[src/rtl/xt_chipset_pkg.sv]
// Shared types and sizing for the XT chipset core
// Imported by every RTL module and by the testbench
package xt_chipset_pkg;

    // 8088 S2..S0 status codes
    typedef enum logic [2:0] {
        STATUS_INTERRUPT_ACK = 3'b000,
        STATUS_IO_READ       = 3'b001,
        STATUS_IO_WRITE      = 3'b010,
        STATUS_HALT          = 3'b011,
        STATUS_CODE_FETCH    = 3'b100,
        STATUS_MEMORY_READ   = 3'b101,
        STATUS_MEMORY_WRITE  = 3'b110,
        STATUS_PASSIVE       = 3'b111
    } bus_status_t;

    typedef enum logic [2:0] {
        STATE_IDLE    = 3'd0,
        STATE_T1      = 3'd1,
        STATE_T2      = 3'd2,
        STATE_T3      = 3'd3,
        STATE_T4      = 3'd4,
        STATE_REFRESH = 3'd5
    } bus_state_t;

    // Bus sizing
    localparam int ADDR_WIDTH     = 20;
    localparam int DATA_WIDTH     = 8;

    // On-chip RAM occupies the bottom 4 KiB
    localparam int RAM_ADDR_WIDTH = 12;
    localparam int RAM_WORDS      = 1 << RAM_ADDR_WIDTH;
    localparam logic [ADDR_WIDTH-1:0] RAM_LIMIT = ADDR_WIDTH'(RAM_WORDS);

    // Extra T3 cycles for I/O
    localparam int IO_WAIT_STATES   = 1;
    localparam int WAIT_COUNT_WIDTH = $clog2(IO_WAIT_STATES + 1);

    // Refresh timing in clocks
    localparam int REFRESH_PERIOD      = 72;
    localparam int REFRESH_CYCLES      = 4;
    localparam int REFRESH_TIMER_WIDTH = $clog2(REFRESH_PERIOD);
    localparam int REFRESH_COUNT_WIDTH = $clog2(REFRESH_CYCLES);

endpackage

[src/rtl/bus_cycle_controller.sv]
`timescale 1ns/1ps
// Bus cycle controller for the 8088 local bus
// Turns a processor status into ALE and one bus command over T1..T4,
// and parks the bus in a refresh state while DMA channel 0 runs
module bus_cycle_controller (
    input  logic                                  clock,
    input  logic                                  reset,
    input  xt_chipset_pkg::bus_status_t           processor_status,
    input  logic [xt_chipset_pkg::ADDR_WIDTH-1:0] cpu_address,
    input  logic                                  cycle_done,
    input  logic                                  refresh_pending,
    input  logic                                  refresh_done,
    output xt_chipset_pkg::bus_state_t            state,
    output logic [xt_chipset_pkg::ADDR_WIDTH-1:0] address,
    output logic                                  address_latch_enable,
    output logic                                  memory_read_n,
    output logic                                  memory_write_n,
    output logic                                  io_read_n,
    output logic                                  io_write_n,
    output logic                                  bus_idle
);
    import xt_chipset_pkg::*;

    bus_state_t next_state;
    logic       cycle_served;
    logic       cpu_request;
    logic       cycle_start;
    logic       command_window;
    logic       cmd_memory_read;
    logic       cmd_memory_write;
    logic       cmd_io_read;
    logic       cmd_io_write;

    // A status stays active until the CPU has seen ready, so block a restart
    // until it has gone passive again
    assign cpu_request = (processor_status != STATUS_PASSIVE) && !cycle_served;

    always_comb begin
        next_state = state;
        case (state)
            STATE_IDLE: begin
                // Refresh wins a tie with a new CPU cycle
                if (refresh_pending)
                    next_state = STATE_REFRESH;
                else if (cpu_request)
                    next_state = STATE_T1;
            end
            STATE_T1: next_state = STATE_T2;
            STATE_T2: next_state = STATE_T3;
            STATE_T3: begin
                if (cycle_done)
                    next_state = STATE_T4;
            end
            STATE_T4: next_state = STATE_IDLE;
            STATE_REFRESH: begin
                if (refresh_done)
                    next_state = STATE_IDLE;
            end
            default: next_state = STATE_IDLE;
        endcase
    end

    assign cycle_start = (state == STATE_IDLE) && (next_state == STATE_T1);

    always_ff @(posedge clock or posedge reset) begin
        if (reset) begin
            state        <= STATE_IDLE;
            cycle_served <= 1'b0;
        end else begin
            state <= next_state;
            if (processor_status == STATUS_PASSIVE)
                cycle_served <= 1'b0;
            else if ((state == STATE_T3) && cycle_done)
                cycle_served <= 1'b1;
        end
    end

    // Code fetch runs as a memory read, halt and INTA get no command
    always_ff @(posedge clock or posedge reset) begin
        if (reset) begin
            cmd_memory_read  <= 1'b0;
            cmd_memory_write <= 1'b0;
            cmd_io_read      <= 1'b0;
            cmd_io_write     <= 1'b0;
        end else if (cycle_start) begin
            cmd_memory_read  <= processor_status inside {STATUS_CODE_FETCH, STATUS_MEMORY_READ};
            cmd_memory_write <= (processor_status == STATUS_MEMORY_WRITE);
            cmd_io_read      <= (processor_status == STATUS_IO_READ);
            cmd_io_write     <= (processor_status == STATUS_IO_WRITE);
        end
    end

    always_ff @(posedge clock) begin
        if (cycle_start)
            address <= cpu_address;
    end

    // Commands are low through T2 and T3
    assign command_window = (state == STATE_T2) || (state == STATE_T3);

    assign memory_read_n  = !(cmd_memory_read && command_window);
    assign memory_write_n = !(cmd_memory_write && command_window);
    assign io_read_n      = !(cmd_io_read && command_window);
    assign io_write_n     = !(cmd_io_write && command_window);

    assign address_latch_enable = (state == STATE_T1);
    assign bus_idle             = (state == STATE_IDLE);

    command_exclusive: assert property (
        @(posedge clock) disable iff (reset)
        $onehot0({!memory_read_n, !memory_write_n, !io_read_n, !io_write_n})
    );

endmodule

[config.mk]
export PLATFORM = sky130hd
export DESIGN_NAME = bus_cycle_controller
export DESIGN_NICKNAME = d
export VERILOG_FILES = /design/src/rtl/xt_chipset_pkg.sv /design/src/rtl/bus_cycle_controller.sv
export SDC_FILE = /design/constraint.sdc
export NUM_CORES = 1
export LEC_CHECK = 0
export ABC_CLOCK_PERIOD_IN_PS = 6500
export BUFFER_PORTS_ARGS = -buffer_cell sky130_fd_sc_hd__buf_4
export CELL_PAD_IN_SITES_DETAIL_PLACEMENT = 1
export CELL_PAD_IN_SITES_GLOBAL_PLACEMENT = 2
export CORE_MARGIN = 2
export CORE_UTILIZATION = 29
export DETAILED_ROUTE_END_ITERATION = 7
export PLACE_DENSITY = 0.83
export RECOVER_POWER = 100
export SLEW_MARGIN = 20
export SYNTH_ARGS = -nofsm -noshare
export SYNTH_HDL_FRONTEND = slang
export SYNTH_SLANG_ARGS = --single-unit
[constraint.sdc]
create_clock -name clock -period 6.5 [get_ports clock]
set_input_delay 0.325 -clock clock [delete_from_list [all_inputs] [get_ports clock]]
set_output_delay 0.325 -clock clock [all_outputs]
set_load 0.05 [all_outputs]
==> results.yml <==
die:
  die-area_sq_um: 4140
  start_util: 0.309
  die_w_um: 64.3
  pin_count: 57
  die_y_um: 64.3
  rows: 21
  core_sq_um: 3420
hold_path:
  hold-path-endpoint: "address[9]"
  hold_class: "in -> reg"
  worstHoldStart: "cpu_address[9]"
  holdPathStages: 1
clocking:
  clkSinkCount: 28
  clk_path_buf_depth: 2
  cts_tree: "yes"
  cts-root-buf: "clkbuf_4"
  cts_max_level: 1
  cts_buffers: 3
  worstSkewPairLatency_ns: 0.32
  clk_pin_slew_ns: 0.15
global_routing:
  antenna_found_initial: 0
  grt_use_total: 0.116
  grt_pass1_wl_um: 3630
  gr-total-overflow: 0
  grt_pass1_vias: 771
  grt_max_degree: 21
setup_path:
  r2r_end: "address[16]"
  end_kind: "flop"
  r2r-start: "state[2]"
  reg2reg_depth: 4
  crit_arrival_ns: 2.50
  cp.required_ns: 6.46
  cp_max_fo: 20
  path_class: "reg -> reg"
  setup.worst_path.start_class: "flop"
  r2r_slack_ns: 3.96
routing:
  wl_per_cell_um: 14.2
  drt_iter0_markers: 5
  via_per_inst: 4.39
  vias: 742
  drc: 0
  dr.pass1.iters: 4
  postRouteAntennaNets: 0
  wl_um: 2400
power_and_ir_drop:
  combinationalPowerShare: 0.407
  p_leak_nw: 0.560
  switchingPower_mw: 0.253
  swShare: 0.451
  seq_power_share: 0.467
  p_per_area_nw_per_um2: 393
  p_int_mw: 0.309
  vdd_drop_max_v: 0.000168
  pwr-share-clk: 0.125
synthesis:
  ys_types: 24
  synth_area_per_cell_sq_um: 16.5
  ys_seq_area_frac: 0.759
  syn_inst: 64
  synthFlopType: "edfxtp_1"
  netlist_area_sq_um: 1050
  yosys.area.top_type: "edfxtp_1"
  synth.ff_latch_count: 28
  yosys-top-cells-area: "edfxtp_1 57%, dfrtp_1 19%, mux2_4 4.3%"
  synth_edf_count: 20
  ys_warn_count: 0
  synth_top_area_frac: 0.569
  async_reset_ff_frac: 0.286
  synth_nets: 92
outcome:
  status: "finished clean"
final_layout:
  nNetsFinal: 152
  fillers: 383
  syn2layout_area_growth_pct: 35.6
  final_core_util: 0.419
  post_route_cells_drive_above_1_share: 0.260
  seqCellArea_sq_um: 801
  num_antenna_cells: 0
  multi_input_area_sq_um: 220
timing:
  setup_viol: 0
  tightestPinTransition_ns: 0.778
  slew_headroom: 0.476
  drv_slew: 0
  fin_crit_sh: 0.390
  max_freq_mhz: 394
  setup-tns-final_ns: 0
  rsz0062_at_grt: "no"
  fin_skew_ns: 0.0135
  fin_crit_ns: 2.54
  hold_viol_final: 0
placed_design:
  dp_hpwl_um: 1900
  portBuffers: 56
  gp_congestion: 0.764
job:
  drv_cap: 0
==> area by class of cell <==
type,instances,share of cell area
tap,46,0.0402
timing repair buffer,57,0.222
sequential,28,0.560
clock buffer,3,0.0157
clock inverter,1,0.00262
multi-input combinational,32,0.154
inverter,2,0.00525
==> worst max-delay path: stages (launching register included) <==
cell and delay (ns):
dfrtp_1 0.50, or4_1 0.52, o21ai_0 0.19, o21ai_0 0.32, inv_1 0.66
==> through the flow <==
stage	cell area (sq um)	hold slack (ns)	power (mW)	setup slack (ns)	instances
3_5_place_dp	1520	0.305	0.535	4.24	164
5_1_grt	1430	0.160	0.593	3.76	169
3_3_place_gp	1520	0.298	0.530	4.29	164
6_report	1430	0.186	0.562	3.96	169
2_1_floorplan	1050	0.141	0.452	4.14	64
4_1_cts	1550	0.156	0.606	4.22	169
==> sequential cells by signal (all words and copies together), names as in the netlist <==
register,flops
address,20
state,3
cmd_io_read,1
cmd_io_write,1
cmd_memory_read,1
cmd_memory_write,1
cycle_served,1
==> logic make-up after synthesis <==
logic type             synth area share
AND/OR/NAND/NOR                   0.125
flip-flops                        0.759
multiplexers                     0.0427
AO/OA/AOI/OAI                    0.0522
buffers and inverters            0.0214
==> cell usage after synthesis, drive strengths merged (2+ instances only) <==
cell type,instances
nand2,4
mux2,3
edfxtp,20
nor3,2
nor2,2
o21ai,3
inv,2
nor2b,2
dfrtp,8
and3,2
a21oi,2
nor3b,3
==> power by group through the flow <==
stage | clock network (mW) | registers, mW | logic, mW
after detailed placement | 0 | 0.268 | 0.267
after global routing | 0.0806 | 0.268 | 0.244
final | 0.0704 | 0.263 | 0.229
after CTS | 0.0738 | 0.265 | 0.268
after floorplan | 0 | 0.329 | 0.123
after global placement | 0 | 0.265 | 0.265
==> timing repair <==
action / 4_1_cts / 5_1_grt
hold buffers: 1 / 0
buffers inserted: 0 / 0
endpoints found under the setup margin: 0 / 0
endpoints found under the hold margin: 8 / 0
resized for setup: 0 / 0
==> worst max-delay path by stage <==
stage	slack, ns	cells past startpoint	from	endpoint
floorplan	4.14	5	state[2]	address[0]
global placement	4.29	4	state[2]	address[3]
detailed placement	4.24	4	state[2]	address[9]
CTS	4.22	4	state[2]	address[19]
global route	3.76	4	state[2]	address[0]
finish	3.96	4	state[2]	address[16]
==> metal layers <==
layer | up-vias | routed length, um | part of all wire | track usage
met5 | - | 0 | 0 | 0
met4 | 0 | 0 | 0 | 0.0239
met3 | 0 | 243 | 0.10 | 0.0352
met2 | 41 | 1080 | 0.45 | 0.202
met1 | 345 | 1070 | 0.45 | 0.141
li1 | 356 | - | - | -
==> placed cells by master (no fill, tap or decap), drive strengths merged <==
| cell | netlist | routed |
|---|---|---|
| a21oi | 2 | 2 |
| a22o | 1 | 1 |
| a31oi | 1 | 1 |
| and3 | 2 | 2 |
| and4b | 1 | 1 |
| buf | 1 | 6 |
| clkbuf | 1 | 53 |
| clkinv | 0 | 1 |
| dfrtp | 8 | 8 |
| dlygate4sd3 | 0 | 1 |
| edfxtp | 20 | 20 |
| inv | 2 | 2 |
| mux2 | 3 | 3 |
| nand2 | 4 | 4 |
| nand2b | 1 | 1 |
| nand4bb | 1 | 1 |
| nor2 | 2 | 2 |
| nor2b | 2 | 2 |
| nor3 | 2 | 2 |
| nor3b | 3 | 3 |
| nor4 | 1 | 1 |
| o21ai | 3 | 3 |
| o21bai | 1 | 1 |
| or2 | 1 | 1 |
| or4 | 1 | 1 |
Power figures use the tool's default switching activity.
