[src/rtl/xt_chipset_pkg.sv]
// Shared types and sizing for the XT chipset core
// Imported by every RTL module and by the testbench
package xt_chipset_pkg;

    // 8088 S2..S0 status codes
    typedef enum logic [2:0] {
        STATUS_INTERRUPT_ACK = 3'b000,
        STATUS_IO_READ       = 3'b001,
        STATUS_IO_WRITE      = 3'b010,
        STATUS_HALT          = 3'b011,
        STATUS_CODE_FETCH    = 3'b100,
        STATUS_MEMORY_READ   = 3'b101,
        STATUS_MEMORY_WRITE  = 3'b110,
        STATUS_PASSIVE       = 3'b111
    } bus_status_t;

    typedef enum logic [2:0] {
        STATE_IDLE    = 3'd0,
        STATE_T1      = 3'd1,
        STATE_T2      = 3'd2,
        STATE_T3      = 3'd3,
        STATE_T4      = 3'd4,
        STATE_REFRESH = 3'd5
    } bus_state_t;

    // Bus sizing
    localparam int ADDR_WIDTH     = 20;
    localparam int DATA_WIDTH     = 8;

    // On-chip RAM occupies the bottom 4 KiB
    localparam int RAM_ADDR_WIDTH = 12;
    localparam int RAM_WORDS      = 1 << RAM_ADDR_WIDTH;
    localparam logic [ADDR_WIDTH-1:0] RAM_LIMIT = ADDR_WIDTH'(RAM_WORDS);

    // Extra T3 cycles for I/O
    localparam int IO_WAIT_STATES   = 1;
    localparam int WAIT_COUNT_WIDTH = $clog2(IO_WAIT_STATES + 1);

    // Refresh timing in clocks
    localparam int REFRESH_PERIOD      = 72;
    localparam int REFRESH_CYCLES      = 4;
    localparam int REFRESH_TIMER_WIDTH = $clog2(REFRESH_PERIOD);
    localparam int REFRESH_COUNT_WIDTH = $clog2(REFRESH_CYCLES);

endpackage

[src/rtl/ready_logic.sv]
`timescale 1ns/1ps
// Ready generator
// Holds the cycle in T3 for I/O wait states, RAM latency and a stalled
// I/O channel, then pulses processor_ready for one clock
module ready_logic (
    input  logic                       clock,
    input  logic                       reset,
    input  xt_chipset_pkg::bus_state_t state,
    input  logic                       io_read_n,
    input  logic                       io_write_n,
    input  logic                       ram_ready,
    input  logic                       ram_hit,
    input  logic                       io_channel_ready,
    output logic                       processor_ready,
    output logic                       cycle_done
);
    import xt_chipset_pkg::*;

    logic [WAIT_COUNT_WIDTH-1:0] wait_count;
    logic                        io_cycle;
    logic                        device_ready;

    assign io_cycle = !io_read_n || !io_write_n;

    // Loaded in T2, runs down during T3
    always_ff @(posedge clock or posedge reset) begin
        if (reset)
            wait_count <= '0;
        else if (state == STATE_T2)
            wait_count <= WAIT_COUNT_WIDTH'(IO_WAIT_STATES);
        else if ((state == STATE_T3) && (wait_count != '0))
            wait_count <= wait_count - 1'b1;
    end

    // Off-board memory and no-command cycles need no RAM handshake
    always_comb begin
        if (io_cycle)
            device_ready = (wait_count == '0);
        else
            device_ready = ram_ready || !ram_hit;
    end

    assign cycle_done = (state == STATE_T3) && io_channel_ready && device_ready;

    always_ff @(posedge clock or posedge reset) begin
        if (reset)
            processor_ready <= 1'b0;
        else
            processor_ready <= cycle_done;
    end

    ready_single_pulse: assert property (
        @(posedge clock) disable iff (reset)
        processor_ready |=> !processor_ready
    );

endmodule

[config.mk]
export PLATFORM = sky130hd
export DESIGN_NAME = ready_logic
export DESIGN_NICKNAME = d
export VERILOG_FILES = /design/src/rtl/xt_chipset_pkg.sv /design/src/rtl/ready_logic.sv
export SDC_FILE = /design/constraint.sdc
export NUM_CORES = 1
export LEC_CHECK = 0
export ABC_AREA = 1
export BUFFER_PORTS_ARGS = -buffer_cell sky130_fd_sc_hd__buf_2
export CAP_MARGIN = 0
export CORE_AREA = 3 3 40 42
export DETAILED_ROUTE_END_ITERATION = 6
export DIE_AREA = 0 0 43 45
export HOLD_SLACK_MARGIN = 0.15
export PLACE_DENSITY_LB_ADDON = 0.05
export SYNTH_ARGS = -nofsm -noshare
export SYNTH_HDL_FRONTEND = slang
export SYNTH_SLANG_ARGS = --single-unit
[constraint.sdc]
create_clock -name clock -period 1.96 [get_ports clock]
set_input_delay 0.196 -clock clock [delete_from_list [all_inputs] [get_ports clock]]
set_output_delay 0.196 -clock clock [all_outputs]
set_load 0.01 [all_outputs]
==> results of run 1 <==
[logic make-up (layout without fill, tap and decap cells)]
family,Yosys count,after routing,share of synthesized area
AOI/OAI and AO/OA,1,1,0.04120
buffers and inverters,5,20,0.1547
DFF,2,2,0.4124
and+or+nand+nor,9,9,0.3918
[power breakdown]
group	total [W]	internal (W)	switching [W]	leakage (nW)
clock network	0.0000895	0.0000675	0.0000221	0.0138
logic	0.0000238	0.0000128	0.0000110	0.0993
registers	0.0000462	0.0000447	0.00000153	0.0248
[path summary, 6_finish.rpt]
kind,start,slack [ns],cells after the start,to
max in group asynchronous,reset,1.49,3,processor_ready
worst max-delay path,wait_count,0.80,4,cycle_done
min in group asynchronous,reset,0.37,3,wait_count
worst min-delay path,io_channel_ready,0.23,3,processor_ready
worst min register to register,wait_count,0.51,2,wait_count
worst max register to register,wait_count,1.25,2,wait_count
[cells in the final DEF, fill, tap and decap left out]
| cell | count |
|---|---|
| nor2_1 | 2 |
| nand3_2 | 1 |
| nor2_4 | 1 |
| nand2_1 | 5 |
| clkbuf_4 | 3 |
| dfrtp_1 | 2 |
| dlygate4sd3_1 | 1 |
| inv_1 | 5 |
| o21ai_0 | 1 |
| buf_2 | 11 |
[flip-flops by register name (all words and copies together) (netlist names)]
signal / flops
processor_ready: 1
wait_count: 1
[area by class of cell]
type | instances | area [µm²]
fill | 151 | 1057
clock buffer | 3 | 22.52
tap | 15 | 18.77
inverter | 5 | 18.77
sequential | 2 | 50.05
multi-input combinational | 10 | 52.55
timing repair buffer | 12 | 65.06
[critical path: cells and delay by family, from the launching register on]
family                 cells  cell delay, ns
AND/OR/NAND/NOR            3            0.22
buffers and inverters      1            0.15
flip-flops                 1            0.37
[per-layer routing]
layer / up-vias / GRT usage
li1: 78 / -
met1: 52 / 0.04337
met2: 8 / 0.05090
met3: 0 / 0.02789
met4: 0 / 0.07229
met5: - / 0
[metrics by stage]
stage | instances | power, W | util
after floorplan | 17 | 0.00005699 | -
after global routing | 47 | 0.0001791 | 0.1772
after detailed placement | 43 | 0.00006964 | 0.1519
after global placement | 43 | 0.00006940 | 0.1519
final | 47 | 0.0001596 | 0.1772
after CTS | 47 | 0.0001644 | 0.1772
==> flow_metrics.tcl, run 1 <==
set metrics [dict create \
    die_w_um 43 \
    grt_overflow 0 \
    design.core.area_mm2 0.001285 \
    cts_resized 0 \
    highest_layer "met3" \
    syn_to_final_growth_pct 87.63 \
    wl_per_cell_um 6.766 \
    async_flop_share 1.000 \
    crit_chain "nand2_1 -> nand2_1 -> nor2_1 -> buf_2" \
    grt_pass1_wl_um 538 \
    critPathArrivalTime_ns 0.96 \
    nets 44 \
    drtIter0Drc 0 \
    drt_first_pass_iters 1 \
    met1_length_um 117 \
    end_kind "output port" \
    cts_tree "done" \
    drv_cap 0 \
    synth_top_area_share 0.4124 \
    synth-main-ff-cell "dfrtp_1" \
    worst_hold_slack_ns 0.2262 \
    die_y_um 45 \
    gp_congestion 0.6662 \
    cp.required_ns 1.76 \
    slew_violations 0 \
    yosys-top-cells-area "dfrtp_1, inv_1, nand2_1, nor2_4, nand3_2" \
    ys_seq_elements 2 \
    worst-setup-path-type "flip-flop to output port" \
    wl_um 318 \
    grt_pass1_vias 147 \
    start_kind "flip-flop" \
    root_buffer "clkbuf_4" \
    met3_length_um 49 \
    yosys.cell_types.count 7 \
    setup_violations 0 \
    insertion_delay_ns 0.22 \
    fin_tns_setup_ns 0 \
    rsz0062_at_grt "false" \
    drc 0 \
    grt_start_max_net_pins 4 \
    antenna_cells 0 \
    gr-usage-all-layers 0.04496 \
    yosys-top-cells-count "inv_1, nand2_1, dfrtp_1, nor2_1" \
    synthesis.nets 27 \
    vias 138 \
    yosysSeqAreaShare 0.4124 \
    hold_viol 0 \
    clkTransAtPathRegs_ns 0.03 \
    cpMostUsedCell "nand2_1" \
    cp_slowest_stage_delay_ns 0.37 \
    min_period_ns 1.160 \
    worst_slack_ns 0.8002 \
    rows 13 \
    fmax_ghz 0.8622 \
    slowest_stage "dfrtp_1" \
    portBuffers 11 \
    die-area_mm2 0.001935 \
    synth_edf_count 0 \
    power_density_mw_per_mm2 700.8 \
    ctsHoldBuffers 1 \
    dpl_cell_area_um2 195.2 \
    wl_met2_um 151 \
    worst_pin_slew_ns 0.1486 \
    ant_nets 0 \
    drive_gt1_frac 0.5000 \
    cts_setup_buffers 0 \
    yosysWarnings 0 \
    h-tree-depth 1 \
    fin_crit_sh 0.5917 \
    cts_inserted_buffers 3 \
    synth_top_cell_by_area "dfrtp_1" \
    clock_path_buffers 2 \
    finClkSkew_ns 0.002553 \
    syn_area_um2 121.4 \
    fin_area_um2 227.7 \
    viasPerCell 2.936 \
    critical_path.max_fanout 2 \
    antenna_found_initial 0 \
    maxSlewHeadroom 0.8999 \
    start_util 0.09445 \
    outcome "finished, final reports clean" \
    vdd_drop_max_v 0.0001806 \
    cts_sinks 2 \
    place_ws_ns 0.9700 \
    hold_class "primary input to flip-flop" \
    syn_avg_cell_area_um2 7.139 \
    io_pins 12 \
    total_leakage_power_nw 0.1379 \
    synthCells 17 \
]
No activity file was read; power rests on OpenSTA's default activity.
==> inputs of run 2 (changes only) <==
- ABC_AREA: 1 -> 0
- clock period: 1.96 -> 0.9 ns (I/O delays scaled with it)
==> flow_metrics.tcl, run 2 <==
set metrics [dict create \
    drc 0 \
    yosys-top-cells-area "dfrtp_1, a211oi_2, and4b_1, mux2i_1, nand4b_1" \
    die_w_um 43 \
    drv_cap 0 \
    reg_top3 "processor_ready (1), wait_count (1)" \
    cts_sinks 2 \
    wl_per_cell_um 8.073 \
    h-tree-depth 1 \
    vdd_drop_max_v 0.0002986 \
    slowest_stage "dfrtp_1" \
    drt_first_pass_iters 2 \
    cts_inserted_buffers 3 \
    clkTransAtPathRegs_ns 0.03 \
    gr-usage-all-layers 0.04156 \
    clock_path_buffers 2 \
    syn_to_final_growth_pct 106.9 \
    crit_chain "a211oi_2 -> buf_2" \
    setup_violations 1 \
    grt_start_max_net_pins 3 \
    synthesis.nets 20 \
    cts_setup_buffers 0 \
    wl_um 331 \
    worst-setup-path-type "flip-flop to output port" \
    slew_violations 0 \
    mostFrequentLayoutCell "buf_2" \
    fin_area_um2 225.2 \
    critPathArrivalTime_ns 0.98 \
    final_cell_mix "buf_2, clkbuf_4, inv_1, dlygate4sd3_1, dfrtp_1" \
    ys_seq_elements 2 \
    synth_edf_count 0 \
    antenna_found_initial 0 \
    fin_crit_sh 1.186 \
    yosysSeqAreaShare 0.4598 \
    final_util 0.1753 \
    synth-main-ff-cell "dfrtp_1" \
    start_kind "flip-flop" \
    die-area_mm2 0.001935 \
    worst_pin_slew_ns 0.1832 \
    maxSlewHeadroom 0.8777 \
    viasPerCell 3.171 \
    yosys-top-cells-count "dfrtp_1, inv_1" \
    drtIter0Drc 3 \
    die_y_um 45 \
    drive_gt1_frac 0.5769 \
    io_pins 12 \
    hold_viol 0 \
    hold_class "primary input to flip-flop" \
    total_leakage_power_nw 0.1221 \
    cts_resized 0 \
    critical_path.max_fanout 2 \
    dpl_cell_area_um2 182.7 \
    grt_pass1_vias 134 \
    nets 38 \
    cp_slowest_stage_delay_ns 0.38 \
    violations "setup timing" \
    yosysWarnings 0 \
    place_ws_ns 0.03186 \
    synthCells 10 \
    fillers 151 \
    dp.cells 36 \
    outcome "finished with violations" \
    vias 130 \
    antenna_cells 0 \
    async_flop_share 1.000 \
    grt_pass1_wl_um 483 \
    cts_tree "done" \
    rows 13 \
    fmax_ghz 0.9371 \
    power_density_mw_per_mm2 1534 \
    grt_overflow 0 \
    syn_avg_cell_area_um2 10.89 \
    syn_area_um2 108.9 \
    fin_cells 41 \
    ant_nets 0 \
    min_period_ns 1.067 \
    synth_top_cell_by_area "dfrtp_1" \
    end_kind "output port" \
    yosys.cell_types.count 8 \
    cp.required_ns 0.81 \
    root_buffer "clkbuf_4" \
    portBuffers 11 \
    design.core.area_mm2 0.001285 \
    finClkSkew_ns 0.0004570 \
    synth_top_area_share 0.4598 \
    start_util 0.08471 \
    gp_congestion 0.5984 \
    rsz0062_at_grt "true" \
    insertion_delay_ns 0.22 \
    worst_slack_ns -0.1671 \
    fin_tns_setup_ns -0.1671 \
]
## run 2: kinds of logic after synthesis
kind of cell    share of synthesized area
compound gates                     0.1149
buf+inv                           0.06899
flops                              0.4598
mux                               0.09196
simple gates                       0.2644
## run 2: worst max-delay path, delay by kind of cell (launching register included)
kind / cells / cell delay [ns]
AOI/OAI and AO/OA: 1 / 0.21
buffers and inverters: 1 / 0.17
DFF: 1 / 0.38
## run 2: final cells by class
cell class                 count  area [µm²]  area share
timing repair buffer          13       75.07      0.3333
tap                           15       18.77     0.08333
sequential                     2       50.05      0.2222
multi-input combinational      6       51.30      0.2278
clock buffer                   3       22.52      0.1000
inverter                       2       7.507     0.03333
## run 2: power by group
part	switching [W]	total, W	internal [W]	leakage (nW)
clock network	0.0000466	0.000193	0.000147	0.0138
logic	0.0000185	0.0000483	0.0000298	0.0829
registers	0.00000542	0.000104	0.0000984	0.0254
## run 2: per-stage QoR
step	total power [W]	hold WS, ns
floorplan	0.0001204	-0.1688
global placement	0.0001472	-0.05814
detailed placement	0.0001469	-0.05752
CTS	0.0003610	0.1503
global route	0.0003787	0.1529
finish	0.0003454	0.1500
## run 2: layer usage
metal / global-route usage / vias to the layer above / share of wire
met1: 0.03837 / 54 / 0.37
met5: 0 / - / 0
met2: 0.04192 / 9 / 0.49
met4: 0.09036 / 0 / 0
li1: - / 67 / -
met3: 0.01992 / 0 / 0.14
## run 2: path summary, 6_finish.rpt
check | start | to | slack [ns] | cells after the start
max in group asynchronous | reset | wait_count | 0.53 | 3
min in group asynchronous | reset | processor_ready | 0.26 | 3
max | wait_count | cycle_done | -0.17 | 2
max reg2reg | wait_count | processor_ready | 0.22 | 1
min | io_channel_ready | processor_ready | 0.15 | 3
min reg2reg | wait_count | processor_ready | 0.48 | 1
## run 2: what timing repair did
item | 4_1_cts | 5_1_grt
hold buffers | 2 | 0
pin swaps | 0 | 0
hold endpoints to repair | 3 | 0
setup endpoints to repair | 1 | 1
