===== src/rtl/xt_chipset_pkg.sv =====
// Shared types and sizing for the XT chipset core
// Imported by every RTL module and by the testbench
package xt_chipset_pkg;

    // 8088 S2..S0 status codes
    typedef enum logic [2:0] {
        STATUS_INTERRUPT_ACK = 3'b000,
        STATUS_IO_READ       = 3'b001,
        STATUS_IO_WRITE      = 3'b010,
        STATUS_HALT          = 3'b011,
        STATUS_CODE_FETCH    = 3'b100,
        STATUS_MEMORY_READ   = 3'b101,
        STATUS_MEMORY_WRITE  = 3'b110,
        STATUS_PASSIVE       = 3'b111
    } bus_status_t;

    typedef enum logic [2:0] {
        STATE_IDLE    = 3'd0,
        STATE_T1      = 3'd1,
        STATE_T2      = 3'd2,
        STATE_T3      = 3'd3,
        STATE_T4      = 3'd4,
        STATE_REFRESH = 3'd5
    } bus_state_t;

    // Bus sizing
    localparam int ADDR_WIDTH     = 20;
    localparam int DATA_WIDTH     = 8;

    // On-chip RAM occupies the bottom 4 KiB
    localparam int RAM_ADDR_WIDTH = 12;
    localparam int RAM_WORDS      = 1 << RAM_ADDR_WIDTH;
    localparam logic [ADDR_WIDTH-1:0] RAM_LIMIT = ADDR_WIDTH'(RAM_WORDS);

    // Extra T3 cycles for I/O
    localparam int IO_WAIT_STATES   = 1;
    localparam int WAIT_COUNT_WIDTH = $clog2(IO_WAIT_STATES + 1);

    // Refresh timing in clocks
    localparam int REFRESH_PERIOD      = 72;
    localparam int REFRESH_CYCLES      = 4;
    localparam int REFRESH_TIMER_WIDTH = $clog2(REFRESH_PERIOD);
    localparam int REFRESH_COUNT_WIDTH = $clog2(REFRESH_CYCLES);

endpackage


===== src/rtl/refresh_request.sv =====
`timescale 1ns/1ps
// Memory refresh requester
// A free-running timer raises a request every REFRESH_PERIOD clocks;
// it is served as a DMA channel 0 acknowledge once the bus is idle
module refresh_request (
    input  logic                       clock,
    input  logic                       reset,
    input  logic                       bus_idle,
    input  xt_chipset_pkg::bus_state_t state,
    output logic                       refresh_pending,
    output logic                       refresh_done,
    output logic                       dma0_acknowledge_n
);
    import xt_chipset_pkg::*;

    logic [REFRESH_TIMER_WIDTH-1:0] refresh_timer;
    logic [REFRESH_COUNT_WIDTH-1:0] acknowledge_count;
    logic                           timer_wrap;
    logic                           request;

    assign timer_wrap = (refresh_timer == REFRESH_TIMER_WIDTH'(REFRESH_PERIOD - 1));

    always_ff @(posedge clock or posedge reset) begin
        if (reset)
            refresh_timer <= '0;
        else if (timer_wrap)
            refresh_timer <= '0;
        else
            refresh_timer <= refresh_timer + 1'b1;
    end

    // DRQ0 equivalent, dropped when the acknowledge starts
    always_ff @(posedge clock or posedge reset) begin
        if (reset)
            request <= 1'b0;
        else if (refresh_pending)
            request <= 1'b0;
        else if (timer_wrap)
            request <= 1'b1;
    end

    // Only offered to the controller between cycles
    assign refresh_pending = request && bus_idle;

    always_ff @(posedge clock or posedge reset) begin
        if (reset)
            acknowledge_count <= '0;
        else if (state == STATE_REFRESH)
            acknowledge_count <= acknowledge_count + 1'b1;
        else
            acknowledge_count <= '0;
    end

    assign refresh_done = (state == STATE_REFRESH) &&
                          (acknowledge_count == REFRESH_COUNT_WIDTH'(REFRESH_CYCLES - 1));

    always_ff @(posedge clock or posedge reset) begin
        if (reset)
            dma0_acknowledge_n <= 1'b1;
        else if (refresh_pending)
            dma0_acknowledge_n <= 1'b0;
        else if (refresh_done)
            dma0_acknowledge_n <= 1'b1;
    end

    // Ack only inside the controller's refresh state, so never over a command
    acknowledge_in_refresh: assert property (
        @(posedge clock) disable iff (reset)
        !dma0_acknowledge_n |-> (state == STATE_REFRESH)
    );

endmodule


===== config.mk =====
export PLATFORM = sky130hd
export DESIGN_NAME = refresh_request
export DESIGN_NICKNAME = d
export VERILOG_FILES = /design/src/rtl/xt_chipset_pkg.sv /design/src/rtl/refresh_request.sv
export SDC_FILE = /design/constraint.sdc
export NUM_CORES = 1
export LEC_CHECK = 0
export BUFFER_PORTS_ARGS = -buffer_cell sky130_fd_sc_hd__buf_2
export CORE_AREA = 4 4 41 43
export DETAILED_ROUTE_END_ITERATION = 16
export DIE_AREA = 0 0 45 47
export PLACE_DENSITY = 0.54
export SYNTH_ARGS = -nofsm -noshare
export SYNTH_HDL_FRONTEND = slang
export SYNTH_SLANG_ARGS = --single-unit

===== constraint.sdc =====
create_clock -name clock -period 1.6 [get_ports clock]
set_input_delay 0.08 -clock clock [delete_from_list [all_inputs] [get_ports clock]]
set_output_delay 0.08 -clock clock [all_outputs]
set_load 0.01 [all_outputs]

==> flow_summary.ini, run 1 <==
[clock_network]
cts.clk_slew.worst_paths_ns = 0.07
clk-insertion-delay-late_ns = 0.26
clock-root-buffer = clkbuf_4
post-cts-setup-buffers = 0
cts_tree = built
tritoncts_num_sinks = 11
cts.path.max_buffers = 2
htree_num_levels = 1
numCtsBuffers = 3

[setup_path]
cp_slowest_stage_delay_ns = 0.37
r2r_cells = 4
timing.rr.start = refresh_timer[0]
timing.critical_path.arrival_ns = 1.51
critical_path.cell_chain = ha_1 > nand4bb_1 > nor3b_2 > mux2_2
timing.critical_path.required_ns = 1.81
worstPathMaxFanout = 4
setup.worst_path.class = flop to flop
critical_path_capture_point_type = flop
cpMaxStageDelayCell = dfrtp_1
r2r_end = request
r2r_setup_slack_ns = 0.29
worstSetupStartpoint = refresh_timer[0]
worstSetupStartpointType = flop

[synthesis]
netlist_instances = 40
mappedNetlistArea_um2 = 475.5
post_synth.cell_area_avg_um2 = 11.89
synth_area_leader_cell = dfrtp_1
synth_area_leaders = dfrtp_1 (53%), dfstp_2 (5.5%), xor2_1 (5.5%)
mappedNetlistNets = 48
synthDistinctLibCells = 18
yosysTopAreaCellShare_pct = 52.63
postSynthRegisterBits = 11
yosysWarnings = 0
synth.yosys.seq_area_share_pct = 58.16

[detailed_routing]
detail-route-antenna-nets = 0
drt_pre_antenna_iters = 2
post-route-drc-count = 0
wirelength_um = 793
vias_per_cell = 4.632
wire_per_inst_um = 11.66
first_iter_violations = 2
num_vias = 315

[outcome]
outcome = finished clean

[power_and_ir_drop]
p_per_area_mw_per_mm2 = 847.4
power.static_leakage_nw = 0.2866
design_power_total_mw = 0.4835
ir_worst_vdd_mv = 0.3461

[layout]
final_layout_size_suffix_gt1_share_pct = 26.42
layout_common_cells = dfrtp_1 (10), buf_2 (8), nor2_1 (5)
finalCoreUtilization_pct = 43.85
final_common_cell = dfrtp_1
diodes = 0
nNetsFinal = 62
syn_to_final_growth_pct = 20.00
final_cell_count_no_fill = 68

[floorplan]
fp.dieW_um = 45
num_io_pins = 9
floorplan.core_area_mm2 = 0.001301
initial_util_pct = 36.54
die_height_um = 47
floorplan.rows = 13
floorplan.die_area_mm2 = 0.002115

[grt]
overflow = 0
grt_max_degree = 12
grt_pass1_vias = 325
first_pass_grt_wire_length_um = 1442
grt_util_all_layers_pct = 10.04
number_of_antenna_violations_at_the_first_check_in_global_routing = 0

[min_path]
holdCritStartpoint = bus_idle
timing.hold.worst.class = input port to flop
worstHoldEndpoint = dma0_acknowledge_n
min_delay_path_depth = 3

[sta]
fin_tns_setup_ns = 0
worst_slew_pin_slew_ns = 0.3976
fmax_mhz = 766.3
final.min_clock_period_ns = 1.305
timing.final.max_slew_violations = 0
maxSlewHeadroom_pct = 73.46
setup_violations = 0
finalClockSkew_ns = 0.001773
finalCritPeriodShare_pct = 81.56
rsz0062_at_grt = false
hold_violations = 0

[place]
gp_congestion = 0.8221
placed_instance_count = 63
portBuffers = 8

[job]
count_of_maximum_capacitance_violations = 0
[power breakdown]
group	internal [mW]	leakage [nW]	total, mW	switching, mW
logic	0.00812	0.137	0.0170	0.00885
clock network	0.0964	0.0150	0.186	0.0893
registers	0.280	0.135	0.281	0.000861
[repair_timing]
action	in CTS	in global routing
endpoints found under the hold margin	10	0
endpoints found under the setup margin	0	0
hold buffers	1	0
resized for setup	0	0
[cell usage after synthesis, drive strengths merged]
| cell | n |
|---|---|
| nand2 | 2 |
| nand4 | 1 |
| and3b | 1 |
| ha | 2 |
| inv | 2 |
| xnor2 | 1 |
| mux2i | 1 |
| dfstp | 1 |
| a21oi | 2 |
| dfrtp | 10 |
| xor2 | 3 |
| nor3b | 1 |
| nor2 | 5 |
| mux2 | 1 |
| nand3 | 2 |
| and2 | 3 |
| nand4bb | 1 |
| nor2b | 1 |
[worst max path at each step]
| stage | to | slack, ns | cells past startpoint |
|---|---|---|---|
| after floorplan | request | 0.42 | 4 |
| after global placement | request | 0.39 | 4 |
| after detailed placement | request | 0.31 | 4 |
| after CTS | request | 0.29 | 4 |
| after global routing | request | 0.14 | 4 |
| final | request | 0.29 | 4 |
[registers in the layout (all words and copies together) (netlist names)]
| signal | count |
|---|---|
| request | 1 |
| refresh_timer | 7 |
| acknowledge_count | 2 |
| dma0_acknowledge_n | 1 |
[routing by layer]
metal	part of all wire, %	wire length [µm]	vias to the layer above	GRT usage, %
li1	-	-	159	-
met1	40	319	146	11.22
met2	51	406	6	16.10
met3	5.0	40	4	2.299
met4	3.3	26	0	8.772
met5	0	0	-	0
[area by class of cell]
class / count / area [µm²]
Sequential cell: 11 / 276.5
Tap cell: 15 / 18.77
Fill cell: 129 / 730.7
Multi-Input combinational cell: 27 / 191.4
Inverter: 2 / 7.507
Clock buffer: 4 / 26.28
Timing Repair Buffer: 9 / 50.05
[cells by family after synthesis]
group                    Yosys count  share of synthesized area [%]
buffers and inverters              2                          1.580
multiplexers                       2                          4.474
flip-flops                        11                          58.16
XOR/XNOR                           4                          7.370
AND/OR/NAND/NOR                   17                          21.06
adder cells (fa/ha/maj)            2                          5.262
AO/OA/AOI/OAI                      2                          2.105
[critical path: cells and delay by family (launching register included)]
kind | cells | cell delay (ns)
AND/OR/NAND/NOR | 2 | 0.46
adder cells (fa/ha/maj) | 1 | 0.24
flip-flops | 1 | 0.37
multiplexers | 1 | 0.19
[metrics by stage]
stage,instance area (µm²),hold WS [ns],worst slack [ns]
after floorplan,475.5,-0.06828,0.4200
after global placement,534.3,0.07475,0.3886
after detailed placement,534.3,0.07939,0.3051
after CTS,570.5,0.06597,0.2918
after global routing,570.5,0.07485,0.1438
final,570.5,0.06904,0.2950
(Power assumes the default switching activity.)
==> run 2: changes to the inputs <==
Settings changed: PLACE_DENSITY 0.54 to 0.57.
Clock period 1.6 ns to 1.15 ns, I/O delays scaled along.
==> flow_summary.ini, run 2 (synthesized netlist as in run 1, its figures left out) <==
[place]
placed_area_um2 = 574.3
gp_congestion = 0.7320
place.detailed.hpwl_um = 625.4
placed_instance_count = 68
portBuffers = 8

[sta]
maxSlewHeadroom_pct = 71.81
setup_violations = 2
hold_violations = 0
fmax_mhz = 853.8
timing.final.max_slew_violations = 0
final.min_clock_period_ns = 1.171
postLayoutSetupSlackWorst_ns = -0.02128
finalCritPeriodShare_pct = 101.9
finalClockSkew_ns = 0.0007619
worst_slew_pin_slew_ns = 0.4224
fin_tns_setup_ns = -0.03040
rsz0062_at_grt = true
timing.hold.ws_ns = 0.05685

[layout]
finalCoreUtilization_pct = 54.62
layout_top_registers = refresh_timer (7), acknowledge_count (2)
layout_common_cells = buf_4 (11), dfrtp_1 (10), buf_2 (7), nor2_1 (4)
max_flop_register = refresh_timer
diodes = 0
fillerInstances = 122
final_common_cell = buf_4
syn_to_final_growth_pct = 49.47
fin_area_um2 = 710.7
final_layout_size_suffix_gt1_share_pct = 48.44
nNetsFinal = 73
final_cell_count_no_fill = 79
largest_register_ffs = 7

[power_and_ir_drop]
ir_worst_vdd_mv = 0.5135
power.static_leakage_nw = 0.3687
p_per_area_mw_per_mm2 = 940.5

[grt]
grt_pass1_vias = 400
first_pass_grt_wire_length_um = 1656
number_of_antenna_violations_at_the_first_check_in_global_routing = 0
grt_max_degree = 12
overflow = 0
grt_util_all_layers_pct = 11.43

[detailed_routing]
drt_pre_antenna_iters = 2
vias_per_cell = 4.557
post-route-drc-count = 0
detail-route-antenna-nets = 0
wirelength_um = 984
wire_per_inst_um = 12.46
num_vias = 360
first_iter_violations = 7

[outcome]
violations = negative setup slack
outcome = complete, but fails checks

[setup_path]
critical_path_capture_point_type = flop
worstSetupStartpointType = flop
timing.critical_path.arrival_ns = 1.38
setup.worst_path.class = flop to flop
critical_path.cell_chain = ha_4 > nand4bb_4 > nor3b_4 > mux2_4
cpMaxStageDelayCell = dfrtp_1
worstPathMaxFanout = 3
timing.critical_path.required_ns = 1.35
cp_slowest_stage_delay_ns = 0.40

[clock_network]
clock-root-buffer = clkbuf_4
htree_num_levels = 1
clk-insertion-delay-late_ns = 0.26
numCtsBuffers = 3
cts_tree = built
cts.path.max_buffers = 2
cts.clk_slew.worst_paths_ns = 0.06
tritoncts_num_sinks = 11

[floorplan]
floorplan.core_area_mm2 = 0.001301
die_height_um = 47
floorplan.rows = 13
floorplan.die_area_mm2 = 0.002115
fp.dieW_um = 45
num_io_pins = 9
initial_util_pct = 36.54

[min_path]
timing.hold.worst.class = input port to flop

[job]
count_of_maximum_capacitance_violations = 0
## run 2: changes by cell type in the layout (fill, tap and decap cells not counted), sizes merged
cell,before,now
buf,8,19
## run 2: timing repair
action                                 4_1_cts  5_1_grt
setup buffers                                4        2
resized for setup                            2        7
endpoints found under the hold margin       10        0
hold buffers                                 1        0
setup endpoints to repair                    4        7
pin swaps                                    3        4
## run 2: worst max-delay path: cells and delay by family (launching register included)
kind | cells | cell delay, ns
simple gates | 2 | 0.37
fa+ha+maj | 1 | 0.18
mux | 1 | 0.17
flops | 1 | 0.40
## run 2: power breakdown
part | switching, mW | internal, mW | total (mW)
clock | 0.117 | 0.134 | 0.251
sequential | 0.00122 | 0.390 | 0.391
combinational | 0.0130 | 0.0131 | 0.0261
## run 2: final cells by class
type                            count  area (µm²)  area share [%]
Sequential cell                    11       276.5           38.91
Multi-Input combinational cell     27       242.7           34.15
Clock buffer                        4       26.28           3.697
Inverter                            2       7.507           1.056
Timing Repair Buffer               20       138.9           19.54
Tap cell                           15       18.77           2.641
## run 2: path summary, 6_finish.rpt
path | start | endpoint | slack (ns) | cells after the start
setup reg to reg | refresh_timer[1] | request | -0.02 | 4
max in group asynchronous | reset | dma0_acknowledge_n | 0.50 | 3
hold reg to reg | dma0_acknowledge_n | dma0_acknowledge_n | 0.53 | 2
setup / recovery | refresh_timer[1] | request | -0.02 | 4
hold / removal | bus_idle | dma0_acknowledge_n | 0.06 | 3
min in group asynchronous | reset | acknowledge_count[1] | 0.32 | 3
## run 2: metal layers
metal	vias to the layer above	GRT usage [%]	wire, µm
li1	181	-	-
met1	175	11.76	399
met2	4	20.34	543
met3	0	5.747	42
met4	0	3.509	0
met5	-	0	0
## run 2: through the flow
step | power [mW] | setup slack, ns
after floorplan | 0.4082 | 0.003198
after global placement | 0.4192 | -0.01402
after detailed placement | 0.4202 | -0.04129
after CTS | 0.6832 | -0.02405
after global routing | 0.7117 | -0.08396
final | 0.6684 | -0.02128
